===== src/memBusPkg.sv =====
`default_nettype none

package memBusPkg;

  // wishbone word addressing into the shared ram
  localparam int wbAddrWidth = 8;
  localparam int wbDataWidth = 32;
  localparam int memDepth = 256;

  // mar/mdr side bus master
  typedef enum logic {
    msIdle,
    msBusy
  } memIfStateT;

  // current owner of the shared slave
  typedef enum logic [1:0] {
    ownNone,
    ownCore,
    ownHost
  } arbStateT;

endpackage

`default_nettype wire


===== src/memoryInterface.sv =====
`timescale 1ns/1ps
`default_nettype none

module memoryInterface
  import memBusPkg::*;
(
  input  wire logic                   clk,
  input  wire logic                   reset,
  input  wire logic                   marIn,
  input  wire logic                   mdrIn,
  input  wire logic                   memRead,
  input  wire logic                   memWrite,
  input  wire logic [wbDataWidth-1:0] busValue,
  input  wire logic [wbDataWidth-1:0] wbDatR,
  input  wire logic                   wbAck,
  output logic      [wbDataWidth-1:0] mdrValue,
  output logic                        memBusy,
  output logic                        memDone,
  output logic                        wbCyc,
  output logic                        wbStb,
  output logic                        wbWe,
  output logic      [wbAddrWidth-1:0] wbAdr,
  output logic      [wbDataWidth-1:0] wbDatW
);

  memIfStateT state;
  logic [wbAddrWidth-1:0] mar;
  logic [wbDataWidth-1:0] mdr;

  always_ff @(posedge clk) begin
    if (reset) begin
      state   <= msIdle;
      wbWe    <= 1'b0;
      memDone <= 1'b0;
      mar     <= '0;
      mdr     <= '0;
    end else begin
      memDone <= 1'b0;
      // word address from low bus bits
      if (marIn) mar <= busValue[wbAddrWidth-1:0];
      if (mdrIn) mdr <= busValue;
      case (state)
        msIdle: begin
          if (memRead || memWrite) begin
            state <= msBusy;
            wbWe  <= memWrite;
          end
        end
        msBusy: begin
          if (wbAck) begin
            state   <= msIdle;
            memDone <= 1'b1;
            // completed read overrides a bus load
            if (!wbWe) mdr <= wbDatR;
          end
        end
        default: state <= msIdle;
      endcase
    end
  end

  // cyc and stb held for the whole busy phase
  assign memBusy  = (state == msBusy);
  assign wbCyc    = memBusy;
  assign wbStb    = memBusy;
  assign wbAdr    = mar;
  assign wbDatW   = mdr;
  assign mdrValue = mdr;

  readWriteExclusive: assert property (@(posedge clk) disable iff (reset)
    !(memRead && memWrite));

endmodule

`default_nettype wire


===== config.mk =====
export PLATFORM = sky130hd
export DESIGN_NAME = memoryInterface
export DESIGN_NICKNAME = d
export VERILOG_FILES = /design/src/memBusPkg.sv /design/src/memoryInterface.sv
export SDC_FILE = /design/constraint.sdc
export NUM_CORES = 1
export LEC_CHECK = 0
export BUFFER_PORTS_ARGS = -buffer_cell sky130_fd_sc_hd__buf_2
export CAP_MARGIN = 20
export CORE_ASPECT_RATIO = 1.25
export CORE_MARGIN = 2
export CORE_UTILIZATION = 42
export DETAILED_ROUTE_END_ITERATION = 6
export PLACE_DENSITY = 0.76
export SETUP_SLACK_MARGIN = 0.2
export SLEW_MARGIN = 30
export SYNTH_ARGS = -nofsm -noshare
export SYNTH_HDL_FRONTEND = slang
export SYNTH_SLANG_ARGS = --single-unit

===== constraint.sdc =====
create_clock -name clk -period 1.64 [get_ports clk]
set_clock_uncertainty 0.2 [all_clocks]
set_input_delay 0.082 -clock clk [delete_from_list [all_inputs] [get_ports clk]]
set_output_delay 0.082 -clock clk [all_outputs]
set_load 0.005 [all_outputs]

==> impl_metrics.tcl <==
set metrics [dict create \
    start_util 0.439 \
    die_h_um 86.0 \
    first_global_vias 2120 \
    crit_path_start_kind "register" \
    hpwl_mm 3.68 \
    nets 464 \
    timing.rr.start "wbWe" \
    cts.sinks 43 \
    status "complete, no violations" \
    syn_area_mm2 0.00226 \
    cpPeakStageDelay_ps 320 \
    dr_total_vias 2154 \
    syn-num-nets 286 \
    synth-seq-area-share 0.381 \
    first_pass_iters 4 \
    critPathSlowestCell "dfxtp_1" \
    fp-row-count 29 \
    critPathTopFamily "buffers and inverters" \
    post-route-min-period_ps 1380 \
    vias_per_cell 4.73 \
    grtUsageTotal 0.207 \
    overflow 0 \
    relSlewSlack 0.791 \
    cp_data_arrival_time_ps 1360 \
    maxCapViolCount 0 \
    gp_congestion 0.777 \
    drc 0 \
    fmax_mhz 723 \
    path_class "reg -> reg" \
    syn_area_per_cell_um2 10.5 \
    slew_viol_final 0 \
    cp-end-kind "register" \
    clk_pin_slew_ps 80 \
    peakVddDrop_mv 0.493 \
    cts_root_buf "clkbuf_8" \
    grt_pass1_wl_mm 10.0 \
    hold_viol 0 \
    leakagePower_nw 1.81 \
    clk_latency_ps 280 \
    synth-seq-cells 43 \
    hold_slack_ps 41.3 \
    grt_max_degree 37 \
    drt_iter0_drc 39 \
    critPathLaunch "wbWe" \
    io_pins 148 \
    final_cell_mix "buf_2 (147), dlygate4sd3_1 (68), dfxtp_1 (42)" \
    syn2layout_area_growth_pct 57.9 \
    drive_above_1_share 0.494 \
    path_cells "nand3b_1 -> buf_4 -> clkbuf_16 -> nor2_1 -> a211oi_2" \
    routed_wl_mm 6.62 \
    core-area_mm2 0.00515 \
    routedWlPerCell_um 14.6 \
    io_buffers 147 \
    cts_buffers 5 \
    htreeDepth 2 \
    required_ps 1620 \
    fp.dieW_um 69.6 \
    hold_class "in -> reg" \
    power_density_mw_per_mm2 750 \
    die_area_mm2 0.00599 \
    cts_tree "built" \
    insertedDiodeCount 0 \
    rsz0062_at_grt "true" \
    setup_tns_ps 0 \
    path_max_fanout 14 \
    ys_types 17 \
    yosys_warnings 0 \
    cts_buffer_depth 2 \
    path_buf_inv 2 \
    worst_pin_slew_ps 314 \
    antenna_left 0 \
    antenna_found_initial 0 \
    fillers 396 \
    setup_viol_count_final 0 \
    min-delay-start "marIn" \
    fin_crit_sh 0.843 \
    syn_inst 215 \
    final_common_cell "buf_2" \
]
timing repair:
item / CTS / global route
endpoints found under the setup margin: 14 / 32
gates resized for setup: 1 / 5
pin swaps: 0 / 1
endpoints found under the hold margin: 43 / 0
cloned: 0 / 1
setup buffers: 0 / 1
hold buffers: 68 / 0
cell usage after synthesis:
cell       n  area (um^2)
clkbuf_1   1         3.75
o21ai_0    1         5.00
dfxtp_1   43          861
buf_1      2         7.51
buf_6     10          113
a211oi_2  32          400
nor2_1    41          154
buf_4     35          263
nand2_1    1         3.75
inv_1      1         3.75
buf_2      3         15.0
nor3_1     1         5.00
a21oi_1    1         5.00
a211oi_1   1         7.51
nand3b_1   1         7.51
nand2b_1   1         6.26
mux2i_1   40          400
power by group:
| part | switching (mW) | internal (mW) |
|---|---|---|
| clock | 0.345 | 0.447 |
| sequential | 0.0592 | 1.13 |
| combinational | 0.289 | 0.406 |
| total | 0.692 | 1.98 |
worst min-delay path: stages:
cell     delay [ps]
buf_2           190
mux2i_1         150
nor2_1           70
kinds of logic after synthesis:
group,Yosys count,synth area share
and+or+nand+nor,45,0.0780
muxes,40,0.177
buffers and inverters,52,0.179
AOI/OAI and AO/OA,35,0.185
DFF,43,0.381
flip-flops by register name, summed over array words and instances (netlist names):
register	count
mdrValue	32
wbWe	1
memBusy	1
memDone	1
wbAdr	8
layer usage:
metal  track usage  part of all wire  up-vias  routed length [um]
met4        0.0822             0.018        0                 121
met1         0.214              0.36      987                2390
met3        0.0529             0.063       13                 420
li1              -                 -     1062                   -
met5             0                 0        -                   0
met2         0.398              0.56       92                3690
stage by stage:
step,worst slack (ps),area [um^2],power [mW],instances,util
6_report,258,3570,2.68,455,0.693
5_1_grt,188,3570,2.80,455,0.693
2_1_floorplan,324,2260,1.60,215,-
4_1_cts,216,3520,2.67,453,0.684
3_3_place_gp,212,2740,1.74,378,0.531
3_5_place_dp,154,2740,1.75,378,0.531
final timing paths:
kind,to,slack [ps],depth (start not counted)
hold reg to reg,wbWe,290,2
setup reg to reg,mdrValue[4],260,5
setup / recovery,mdrValue[4],260,5
hold / removal,wbAdr[3],40,3
layout make-up:
type / instances / area [um^2] / area share
Multi-Input combinational cell: 120 / 997 / 0.279
Tap cell: 62 / 77.6 / 0.0217
Clock buffer: 6 / 72.6 / 0.0203
Timing Repair Buffer: 222 / 1520 / 0.427
Clock inverter: 1 / 30.0 / 0.00841
Inverter: 1 / 3.75 / 0.00105
Sequential cell: 43 / 865 / 0.242
No activity file was read; power rests on OpenSTA's default activity.
