File: src/memBusPkg.sv
`default_nettype none

package memBusPkg;

  // wishbone word addressing into the shared ram
  localparam int wbAddrWidth = 8;
  localparam int wbDataWidth = 32;
  localparam int memDepth = 256;

  // mar/mdr side bus master
  typedef enum logic {
    msIdle,
    msBusy
  } memIfStateT;

  // current owner of the shared slave
  typedef enum logic [1:0] {
    ownNone,
    ownCore,
    ownHost
  } arbStateT;

endpackage

`default_nettype wire

File: src/wbArbiter.sv
`timescale 1ns/1ps
`default_nettype none

module wbArbiter
  import memBusPkg::*;
(
  input  wire logic                   clk,
  input  wire logic                   reset,
  input  wire logic                   coreCyc,
  input  wire logic                   coreStb,
  input  wire logic                   coreWe,
  input  wire logic [wbAddrWidth-1:0] coreAdr,
  input  wire logic [wbDataWidth-1:0] coreDatW,
  input  wire logic                   hostCyc,
  input  wire logic                   hostStb,
  input  wire logic                   hostWe,
  input  wire logic [wbAddrWidth-1:0] hostAdr,
  input  wire logic [wbDataWidth-1:0] hostDatW,
  input  wire logic [wbDataWidth-1:0] memDatR,
  input  wire logic                   memAck,
  output logic                        coreAck,
  output logic      [wbDataWidth-1:0] coreDatR,
  output logic                        hostAck,
  output logic      [wbDataWidth-1:0] hostDatR,
  output logic                        memCyc,
  output logic                        memStb,
  output logic                        memWe,
  output logic      [wbAddrWidth-1:0] memAdr,
  output logic      [wbDataWidth-1:0] memDatW
);

  arbStateT owner, grant;

  // keep current owner while its cyc stays up, else core first
  always_comb begin
    if (owner == ownCore && coreCyc) begin
      grant = ownCore;
    end else if (owner == ownHost && hostCyc) begin
      grant = ownHost;
    end else if (coreCyc) begin
      grant = ownCore;
    end else if (hostCyc) begin
      grant = ownHost;
    end else begin
      grant = ownNone;
    end
  end

  always_ff @(posedge clk) begin
    if (reset) begin
      owner <= ownNone;
    end else begin
      owner <= grant;
    end
  end

  // slave side mux
  always_comb begin
    memCyc  = 1'b0;
    memStb  = 1'b0;
    memWe   = 1'b0;
    memAdr  = '0;
    memDatW = '0;
    if (grant == ownCore) begin
      {memCyc, memStb, memWe} = {coreCyc, coreStb, coreWe};
      memAdr  = coreAdr;
      memDatW = coreDatW;
    end else if (grant == ownHost) begin
      {memCyc, memStb, memWe} = {hostCyc, hostStb, hostWe};
      memAdr  = hostAdr;
      memDatW = hostDatW;
    end
  end

  // stalled master sees no ack
  assign coreAck  = memAck && (grant == ownCore);
  assign hostAck  = memAck && (grant == ownHost);
  assign coreDatR = (grant == ownCore) ? memDatR : '0;
  assign hostDatR = (grant == ownHost) ? memDatR : '0;

  // ack goes back to the master that started the access
  ackToRequester: assert property (@(posedge clk) disable iff (reset)
    memAck |-> (grant != ownNone && grant == $past(grant)));

endmodule

`default_nettype wire

File: config.mk
export PLATFORM = sky130hd
export DESIGN_NAME = wbArbiter
export DESIGN_NICKNAME = d
export VERILOG_FILES = /design/src/memBusPkg.sv /design/src/wbArbiter.sv
export SDC_FILE = /design/constraint.sdc
export NUM_CORES = 1
export LEC_CHECK = 0
export ABC_CLOCK_PERIOD_IN_PS = 2300
export BUFFER_PORTS_ARGS = -buffer_cell sky130_fd_sc_hd__buf_2
export CAP_MARGIN = 0
export CORE_AREA = 2 2 89 91
export CTS_BUF_LIST = sky130_fd_sc_hd__clkbuf_2
export DETAILED_ROUTE_END_ITERATION = 7
export DIE_AREA = 0 0 91 93
export SLEW_MARGIN = 20
export SYNTH_ARGS = -nofsm -noshare
export SYNTH_HDL_FRONTEND = slang
export SYNTH_SLANG_ARGS = --single-unit
File: constraint.sdc
create_clock -name clk -period 2.3 [get_ports clk]
set_clock_uncertainty 0.05 [all_clocks]
set_input_delay 0.46 -clock clk [delete_from_list [all_inputs] [get_ports clk]]
set_output_delay 0.46 -clock clk [all_outputs]
set_load 0.02 [all_outputs]
==> out/results.ini <==
[clocking]
cts_tree=built
cts_post_setup_buffers_inserted=0
cts_max_level=1
clk_latency_ns=0.19
cts_resized=0
max-clock-path-buffers=2
clock-sinks=2
cts_made_buffers=3
holdBufCountCts=0
cts-root-buf=clkbuf_2
path_clk_slew_ns=0.03

[finish]
largest_register_ff_count=2
area_growth_pct=122.2
multi_input_area_um2=850.8
seq_area_um2=40.04
num_antenna_cells=0
layout-drive-gt1-share=0.6789
nFillCells=853
nets=478
regMostFlops=owner
reg_top3=owner x2

[setup_path]
cp-end-kind=primary output
critical_path_class=flip-flop to primary output
required_ns=1.79
cp_num_buf_inv=2
slowest_stage=dfxtp_1
reg2reg_setup_slack_ns=1.08
startpoint=owner[1]$_SDFF_PP0_
reg2reg_to=owner[1]$_SDFF_PP0_
crit_chain=nand2b_1 > a21boi_4 > buf_4 > a22o_1 > buf_2
cp-start-kind=flip-flop
crit_end=memDatW[20]
crit_cells=5
crit_path_max_fanout=32
path_delay_family=buffers and inverters
rr_startpoint=owner[1]$_SDFF_PP0_
cp.arrival_ns=1.58
max_stage_delay_ns=0.37
reg2reg_depth=4

[yosys]
yosysMostFrequentCell=a22o_1
yosys-top-cells-area=a22o_1 37%, and2_1 21%, and3_1 21%, buf_6 4.5%, dfxtp_1 4.0%
syn_inst=136
synth_nets=257
netlist.area_leader.share=0.3675
ys_top_cells_by_count=42 x a22o_1, 34 x and2_1, 33 x and3_1, 7 x buf_2, 6 x clkbuf_1
synthDistinctLibCells=13
synth_seq_cells=2
syn_area_mm2=0.001001
seq_area_frac_synth=0.04000
synth-edff-count=0
netlist.top_cell.by_area=a22o_1
synthFlopType=dfxtp_1
yosys_warnings=0
async_flop_share=0
avgSynthCellArea_um2=7.360

[route]
drt-initial-drc-count=37
drt_wl_total_mm=5.656
drt-vias-per-instance=4.269
ant_nets=0
drtPass1Iterations=4
vias=1951
drc=0
wl_per_cell_um=12.38

[floorplanning]
die-area_mm2=0.008463
core_area_mm2=0.007527
initial_utilization=0.1330
die_w_um=91
fp.dieH_um=93
io_pins=230
rows=32

[timing]
period_needed_ns=2.089
rsz0062_at_grt=false
maxSlewViolCount=0
slew_headroom=0.7327
finalHoldViolCount=0
whs_ns=0.3980
setup_viol=0
fmax_mhz=478.7
tightest_slew_ns=0.4009
setup_tns_ns=0
period_share=0.9083

[power]
p_leak_nw=1.528
switching_share=0.5166
ir_drop_mv=0.09161
power_density_mw_per_mm2=286.8
power_switching_uw=329.6
clockPowerShare=0.084
seq_power_share=0.060
p_int_uw=308.5
power_frac_comb=0.856

[run]
cap_violations=0

[worst_hold_path]
holdCritPathClass=primary input to flip-flop
min-delay-start=reset
hold_path_depth=2

[global_route]
overflow=0
antenna_found_initial=0
grt_pass1_wl_mm=8.079
grt_max_degree=43
grtUsageTotal=0.1169
grt_pass1_vias=1754

[place]
portBuffers=229
dp_hpwl_mm=4.660
place_congestion=0.7295

[outcome]
outcome=completed

## cell usage in the layout (no fill, tap or decap), drive strengths merged
cell      n
nor2b     2
and3     33
nand2b    1
a21boi    1
buf     235
clkbuf    3
dfxtp     2
nand3b    1
or2       1
and2     34
a22o     42
## worst min path at each step
| stage | end |
|---|---|
| 2_1_floorplan | owner[0]$_SDFF_PP0_ |
| 4_1_cts | owner[0]$_SDFF_PP0_ |
| 5_1_grt | owner[0]$_SDFF_PP0_ |
| 3_3_place_gp | owner[1]$_SDFF_PP0_ |
| 3_5_place_dp | owner[0]$_SDFF_PP0_ |
| 6_report | owner[0]$_SDFF_PP0_ |
## routing by layer
metal	up-vias	track usage	share of wire
met1	873	0.1262	0.38
met3	4	0.04593	0.11
li1	948	-	-
met4	0	0.02778	0.0065
met2	126	0.2142	0.50
met5	-	0	0
## worst reg2reg max path, delay by kind of cell (launching register included)
kind	cells	cell delay (ns)
flip-flops	1	0.37
AO/OA/AOI/OAI	1	0.19
AND/OR/NAND/NOR	2	0.27
buffers and inverters	1	0.28
## layout make-up
type,count,share of cell area
timing repair buffer,235,0.5354
multi-input combinational,115,0.3825
tap,102,0.05737
sequential,2,0.01800
clock buffer,3,0.006749
## power groups by stage
| stage | clock [mW] | sequential, mW | combinational (mW) |
|---|---|---|---|
| floorplan | 0 | 0.0383 | 0.320 |
| global placement | 0 | 0.0385 | 0.543 |
| detailed placement | 0 | 0.0387 | 0.547 |
| CTS | 0.0584 | 0.0384 | 0.549 |
| global route | 0.0653 | 0.0384 | 0.585 |
| finish | 0.0536 | 0.0384 | 0.546 |
## logic make-up (layout without fill, tap and decap cells)
logic type / after synthesis / count (layout) / synth area share
AND/OR/NAND/NOR: 72 / 72 / 0.4638
AO/OA/AOI/OAI: 43 / 43 / 0.3787
buffers and inverters: 19 / 238 / 0.1175
flip-flops: 2 / 2 / 0.04000
## through the flow
stage	utilization	cell area (µm²)	power (mW)	instances	setup WS, ns
final	0.2955	2225	0.6381	457	0.2109
after global placement	0.2936	2210	0.5812	454	0.2915
after CTS	0.2955	2225	0.6454	457	0.1897
after global routing	0.2955	2225	0.6888	457	0.06573
after detailed placement	0.2936	2210	0.5854	454	0.2626
after floorplan	-	1001	0.3585	136	0.5607
No activity file was read; power rests on OpenSTA's default activity.
