**src/cpuDatapathPkg.sv**
```systemverilog
`default_nettype none

package cpuDatapathPkg;

  // datapath word and register file geometry
  localparam int dataWidth = 32;
  localparam int regCount = 16;
  localparam int regIndexWidth = 4;

  // one driver of the internal bus per cycle
  typedef enum logic [3:0] {
    srcNone,
    srcReg,
    srcHi,
    srcLo,
    srcZHi,
    srcZLo,
    srcPc,
    srcMdr,
    srcInPort,
    srcY
  } busSrcT;

  // alu opcodes, Y is operand A and the bus is operand B
  typedef enum logic [3:0] {
    opAdd,
    opSub,
    opAnd,
    opOr,
    opShl,
    opShr,
    opNeg,
    opNot,
    opMul
  } aluOpT;

endpackage

`default_nettype wire

```
**src/registerFile.sv**
```systemverilog
`timescale 1ns/1ps
`default_nettype none

module registerFile
  import cpuDatapathPkg::*;
(
  input  wire logic                     clk,
  input  wire logic                     reset,
  input  wire logic                     regIn,
  input  wire logic [regIndexWidth-1:0] regSel,
  input  wire logic                     baOut,
  input  wire logic [dataWidth-1:0]     busIn,
  output logic      [dataWidth-1:0]     regValue
);

  logic [dataWidth-1:0] regs [regCount];

  // single write port from the bus
  always_ff @(posedge clk) begin
    if (reset) begin
      for (int i = 0; i < regCount; i++) begin
        regs[i] <= '0;
      end
    end else if (regIn) begin
      regs[regSel] <= busIn;
    end
  end

  // R0 forced to zero for base address use
  always_comb begin
    if (baOut && (regSel == '0)) begin
      regValue = '0;
    end else begin
      regValue = regs[regSel];
    end
  end

  // a write with a floating select would corrupt an unknown register
  regSelKnown: assert property (@(posedge clk) disable iff (reset)
    regIn |-> !$isunknown(regSel));

endmodule

`default_nettype wire

```
**src/alu.sv**
```systemverilog
`timescale 1ns/1ps
`default_nettype none

module alu
  import cpuDatapathPkg::*;
(
  input  wire logic [dataWidth-1:0]   opA,
  input  wire logic [dataWidth-1:0]   opB,
  input  wire aluOpT                  aluOp,
  output logic      [2*dataWidth-1:0] result
);

  localparam int shiftBits = $clog2(dataWidth);

  logic        [dataWidth-1:0]   lowRes;
  logic signed [2*dataWidth-1:0] product;

  // full signed product for the multiply path
  assign product = $signed(opA) * $signed(opB);

  always_comb begin
    case (aluOp)
      opAdd:   lowRes = opA + opB;
      opSub:   lowRes = opA - opB;
      opAnd:   lowRes = opA & opB;
      opOr:    lowRes = opA | opB;
      // shift amount from low bits of B only
      opShl:   lowRes = opA << opB[shiftBits-1:0];
      opShr:   lowRes = opA >> opB[shiftBits-1:0];
      // unary ops take the bus operand
      opNeg:   lowRes = -opB;
      opNot:   lowRes = ~opB;
      default: lowRes = '0;
    endcase
  end

  // only mul fills the upper half
  always_comb begin
    if (aluOp == opMul) begin
      result = product;
    end else begin
      result = {{dataWidth{1'b0}}, lowRes};
    end
  end

endmodule

`default_nettype wire

```
**src/datapathCore.sv**
```systemverilog
`timescale 1ns/1ps
`default_nettype none

module datapathCore
  import cpuDatapathPkg::*;
(
  input  wire logic                     clk,
  input  wire logic                     reset,
  input  wire busSrcT                   busSrc,
  input  wire logic [regIndexWidth-1:0] regSel,
  input  wire logic                     baOut,
  input  wire logic                     regIn,
  input  wire logic                     hiIn,
  input  wire logic                     loIn,
  input  wire logic                     yIn,
  input  wire logic                     zIn,
  input  wire logic                     pcIn,
  input  wire logic                     incPc,
  input  wire logic                     outPortIn,
  input  wire aluOpT                    aluOp,
  input  wire logic [dataWidth-1:0]     inPortData,
  input  wire logic [dataWidth-1:0]     mdrValue,
  output logic      [dataWidth-1:0]     busValue,
  output logic      [dataWidth-1:0]     outPort
);

  logic [dataWidth-1:0]   regValue;
  logic [dataWidth-1:0]   yReg, hiReg, loReg, pcReg, inPortReg;
  logic [dataWidth-1:0]   zHiReg, zLoReg;
  logic [2*dataWidth-1:0] aluResult;

  registerFile regFile (
    .clk      (clk),
    .reset    (reset),
    .regIn    (regIn),
    .regSel   (regSel),
    .baOut    (baOut),
    .busIn    (busValue),
    .regValue (regValue)
  );

  // Y is always operand A
  alu aluUnit (
    .opA    (yReg),
    .opB    (busValue),
    .aluOp  (aluOp),
    .result (aluResult)
  );

  // bus multiplexer
  always_comb begin
    case (busSrc)
      srcReg:    busValue = regValue;
      srcHi:     busValue = hiReg;
      srcLo:     busValue = loReg;
      srcZHi:    busValue = zHiReg;
      srcZLo:    busValue = zLoReg;
      srcPc:     busValue = pcReg;
      srcMdr:    busValue = mdrValue;
      srcInPort: busValue = inPortReg;
      srcY:      busValue = yReg;
      default:   busValue = '0;
    endcase
  end

  always_ff @(posedge clk) begin
    if (reset) begin
      yReg      <= '0;
      zHiReg    <= '0;
      zLoReg    <= '0;
      hiReg     <= '0;
      loReg     <= '0;
      pcReg     <= '0;
      inPortReg <= '0;
      outPort   <= '0;
    end else begin
      // input port free-runs
      inPortReg <= inPortData;
      if (yIn) yReg <= busValue;
      if (hiIn) hiReg <= busValue;
      if (loIn) loReg <= busValue;
      if (outPortIn) outPort <= busValue;
      if (zIn) {zHiReg, zLoReg} <= aluResult;
      // increment wins over a bus load
      if (incPc) begin
        pcReg <= pcReg + 1'b1;
      end else if (pcIn) begin
        pcReg <= busValue;
      end
    end
  end

  // HI/LO take Z contents over the bus, so they cannot load as Z does
  zNotWithHiLo: assert property (@(posedge clk) disable iff (reset)
    zIn |-> !(hiIn || loIn));

endmodule

`default_nettype wire

```
**config.mk**
```make
export PLATFORM = sky130hd
export DESIGN_NAME = datapathCore
export DESIGN_NICKNAME = d
export VERILOG_FILES = /design/src/cpuDatapathPkg.sv /design/src/registerFile.sv /design/src/alu.sv /design/src/datapathCore.sv
export SDC_FILE = /design/constraint.sdc
export NUM_CORES = 2
export LEC_CHECK = 0
export BUFFER_PORTS_ARGS = -buffer_cell sky130_fd_sc_hd__buf_4
export CELL_PAD_IN_SITES_DETAIL_PLACEMENT = 1
export CELL_PAD_IN_SITES_GLOBAL_PLACEMENT = 2
export CORE_MARGIN = 3
export CORE_UTILIZATION = 24
export DETAILED_ROUTE_END_ITERATION = 7
export GPL_ROUTABILITY_DRIVEN = 0
export PLACE_DENSITY_LB_ADDON = 0.1
export REMOVE_ABC_BUFFERS = 1
export SYNTH_ARGS = -nofsm -noshare
export SYNTH_HDL_FRONTEND = slang
export SYNTH_HIERARCHICAL = 1
export SYNTH_SLANG_ARGS = --single-unit
```
**constraint.sdc**
```tcl
create_clock -name clk -period 16.2 [get_ports clk]
set_input_delay 3.24 -clock clk [delete_from_list [all_inputs] [get_ports clk]]
set_output_delay 3.24 -clock clk [all_outputs]
set_load 0.05 [all_outputs]
```
==> Implementation_results.wiki <==
{| class="wikitable"
! Metric !! Value
|-
| Normalized max-slew margin || 0.0874
|-
| Number of failing setup endpoints in the final timing report || 0
|-
| Tightest Hold Check Type || reg -> reg
|-
| Max Clk Rate || 67.9 MHz
|-
| GRT Util Overall || 0.235
|-
| Worst hold path cell count || 2
|-
| Global-route wire length before repair || 550 mm
|-
| Grt total ovfl || 0
|-
| Switch share || 0.412
|-
| Length of the first detailed-routing pass in iterations || 6
|-
| Number of nets in the final layout || 9330
|-
| Reg power frac || 0.311
|-
| DRC errors left || 0
|-
| Routed Wire Length || 397 mm
|-
| Dominant combinational cell family by area after synthesis || adder cells
|-
| Per-cell via count in the routed design || 4.93
|-
| H-tree depth || 3
|-
| Ratio of cells with drive above 1 in the final layout || 0.109
|-
| Number of standard cells after synthesis || 7903
|-
| Register area share after synthesis || 0.261
|-
| Mean area per synthesized cell || 9.94 um^2
|-
| Worst setup slack after placement || 0.593 ns
|-
| Clock-pin slew of the registers on the worst-case setup and hold paths || 0.06 ns
|-
| Total of buffers placed on input and output ports || 150
|-
| Standard cell area after detailed placement || 0.0853 mm^2
|-
| Share of synthesized area spent on multiplexers || 0.0713
|-
| Arrival time at the worst endpoint || 15.26 ns
|-
| Standard-cell rows || 209
|-
| Type of destination of the critical path || flop
|-
| Number of synthesized register bits || 768
|-
| Post-synthesis share of cell area spent on xor and xnor gates || 0.0117
|-
| Signed area change from the synthesized netlist to the final layout || 12.1%
|-
| P_sw || 2.94 mW
|-
| Leakage || 37.7 nW
|-
| Core region area || 0.325 mm^2
|-
| Number of distinct library cells after synthesis || 110
|-
| Initial detailed-routing violation count || 4725
|-
| Kind of launch point of the worst setup path || input pin
|-
| Kind of critical path || in -> reg
|-
| Period minus WS final || 14.73 ns
|-
| Count of instances resized after the clock tree is built || 0
|-
| Netlist Area Pre-Place || 0.0785 mm^2
|-
| Boundary Pins || 151
|-
| Power density relative to cell area || 81.0 mW/mm^2
|-
| Setup TNS || 0 ns
|-
| Cell with the biggest individual delay on the critical path || a2111oi_4
|-
| Arithmetic-cell share of the synthesized area counting full adders, half adders and majority gates || 0.321
|-
| Routed Antenna Nets || 0
|-
| Count of clock tree sinks || 768
|-
| Depth of the worst register-to-register path || 34
|-
| Hold buffer count at cts || 0
|-
| Logic gate share of total power || 0.411
|-
| Result of the run || finished, final reports clean
|-
| Internal power || 4.20 mW
|-
| Synthesis Warnings || 6
|-
| Final Instance Count excl. Fillers || 12278
|-
| Register-to-register setup slack || 4.63 ns
|-
| Highest net fanout along the worst path || 40
|-
| R2R Path End || zHiReg[23]
|-
| Worst reg2reg path startpoint || regFile/regs[0][9]
|-
| Slack of the critical path || 1.47 ns
|-
| Horizontal die dimension || 578 um
|-
| Post-CTS Repair Setup Buffers || 0
|-
| Share of flip-flops with an asynchronous set or reset || 0
|-
| Final Slew Violations || 0
|-
| Cell at the root of the clock tree || clkbuf_16
|-
| Hold Fails Final Rpt || 0
|-
| Worst clock skew on the final layout || 0.0826 ns
|-
| Startpoint of the tightest hold check path || outPort[22]
|-
| Vias || 60583
|-
| Worst Max-Slew Pin Slew || 1.35 ns
|-
| Clock tree from TritonCTS || done
|-
| Estimated wirelength of the detail-placed design || 298 mm
|-
| Hold EP || outPort[22]
|-
| Clock network latency to the later pin of the worst-skew pair || 0.72 ns
|-
| Final critical-path share of the clock period || 0.909
|-
| Vertical die dimension || 578 um
|-
| Total non-filler cell area in the finished layout || 0.0881 mm^2
|-
| Starting Density || 0.242
|-
| Worst stage delay on the critical path || 0.73 ns
|-
| Worst vdd rail ir drop || 0.0718 mV
|-
| Critical Path Most Common Cell || fa_1
|-
| Number of buffers created by CTS || 84
|-
| Unrepaired setup endpoints after global routing || false
|-
| Relative contribution of the clock network to total power || 0.278
|-
| Primary flip-flop cell chosen by synthesis mapping || edfxtp_1
|-
| Initial antenna violation count || 46
|-
| Pin count of the biggest net entering global routing || 176
|-
| Number of instances in the placed design || 12116
|-
| Avg WL per Cell || 32.3 um
|-
| Count of maximum capacitance violations || 0
|-
| Synth Area in Simple Gates || 0.149
|-
| Maximum number of buffers from clock root to sink || 3
|-
| Compound-gate portion of the synthesized area || 0.105
|-
| Die area || 0.334 mm^2
|-
| EDFF count, synth || 512
|-
| Via count of the first global-routing pass || 65164
|-
| Worst EP required || 16.73 ns
|-
| Total Power || 7.14 mW
|}
[logic make-up after synthesis]
logic type               Yosys count
AND/OR/NAND/NOR                 2493
buffers and inverters           1639
multiplexers                     417
adder cells (fa/ha/maj)         1366
AO/OA/AOI/OAI                   1115
flip-flops                       768
XOR/XNOR                         105
[power by group through the flow]
stage                     Combinational, mW  Sequential, mW  Clock (mW)
after floorplan                        1.60            2.27           0
after global placement                 2.95            2.26           0
after detailed placement               2.95            2.26           0
after CTS                              2.96            2.22        2.06
after global routing                   3.18            2.22        2.12
final                                  2.93            2.22        1.99
[area by class of cell]
type	count	area [um^2]
Antenna cell	12	30.0
Multi-Input combinational cell	5496	51800
Timing Repair Buffer	447	3560
Clock inverter	34	388
Clock buffer	116	2360
Inverter	1080	4060
Sequential cell	768	20500
Tap cell	4325	5410
Fill cell	36809	237000
[cells in the final DEF, fill, tap and decap left out, types with 41 or more instances in the layout]
master / count
a21oi_1: 201
fa_1: 1083
xor2_1: 42
nor2_1: 953
a22oi_1: 52
a22o_1: 75
o22ai_1: 69
xnor2_1: 63
ha_1: 282
dfxtp_1: 244
nand3_1: 69
inv_1: 1011
mux2i_1: 291
a32oi_1: 41
edfxtp_1: 512
a21o_1: 71
nand2_1: 625
mux4_2: 112
buf_4: 430
and2_1: 531
clkbuf_16: 88
nor3_1: 41
a211oi_1: 151
nor2b_1: 54
o21ai_0: 142
[cell usage after synthesis (27+ instances only)]
cell type,n,area (um^2)
inv_1,1051,3950
ha_1,282,3530
o211ai_1,34,255
or2_2,27,169
a22o_1,75,657
nor2_1,965,3620
a21o_1,71,533
mux4_2,112,2520
clkbuf_1,380,1430
nor2b_1,57,357
nand3_1,69,345
o21a_1,27,203
o22ai_1,69,432
nand2_1,625,2350
xor2_1,42,368
a32oi_1,41,359
edfxtp_1,512,15400
and2_1,531,3320
a21oi_1,201,1010
nand4_1,29,181
a22oi_1,52,390
dfxtp_1,256,5120
o31ai_1,39,293
mux2i_1,291,2910
fa_1,1084,21700
nand2b_1,28,175
a211oi_1,151,1130
buf_1,82,308
xnor2_1,63,552
nor3_1,45,225
buf_2,62,310
o21ai_0,142,711
[routing by layer]
metal	share of wire	wire length, um	GRT usage
met5	0.000045	18	0
met4	0.019	7590	0.0434
met3	0.038	14900	0.0195
met2	0.47	187000	0.390
met1	0.47	187000	0.334
[sequential cells by signal, indices dropped and copies added (netlist names)]
register      cells
loReg            32
pcReg            32
regFile/regs    512
zHiReg           32
inPortReg        32
zLoReg           32
hiReg            32
yReg             32
outPort          32
[worst max-delay path: cells and delay by family]
family	cells	cell delay, ns
compound gates	6	2.69
fa+ha+maj	9	4.46
buf+inv	10	2.10
mux	2	0.78
simple gates	10	1.86
[through the flow]
stage,hold slack (ns),util
after global routing,0.502,0.271
final,0.486,0.271
after detailed placement,0.479,0.262
after global placement,0.471,0.262
after floorplan,0.453,-
after CTS,0.487,0.271
[worst max-delay path by stage]
| stage | endpoint | depth (start not counted) | slack (ns) | from |
|---|---|---|---|---|
| 2_1_floorplan | zHiReg[29] | 32 | 0.69 | regSel[3] |
| 3_5_place_dp | zHiReg[23] | 36 | 0.59 | regSel[0] |
| 6_report | zHiReg[23] | 37 | 1.47 | regSel[0] |
| 5_1_grt | zHiReg[23] | 34 | 1.06 | regSel[0] |
| 4_1_cts | zHiReg[23] | 36 | 1.32 | regSel[0] |
| 3_3_place_gp | zHiReg[23] | 36 | 0.64 | regSel[0] |
Power figures use the tool's default switching activity.
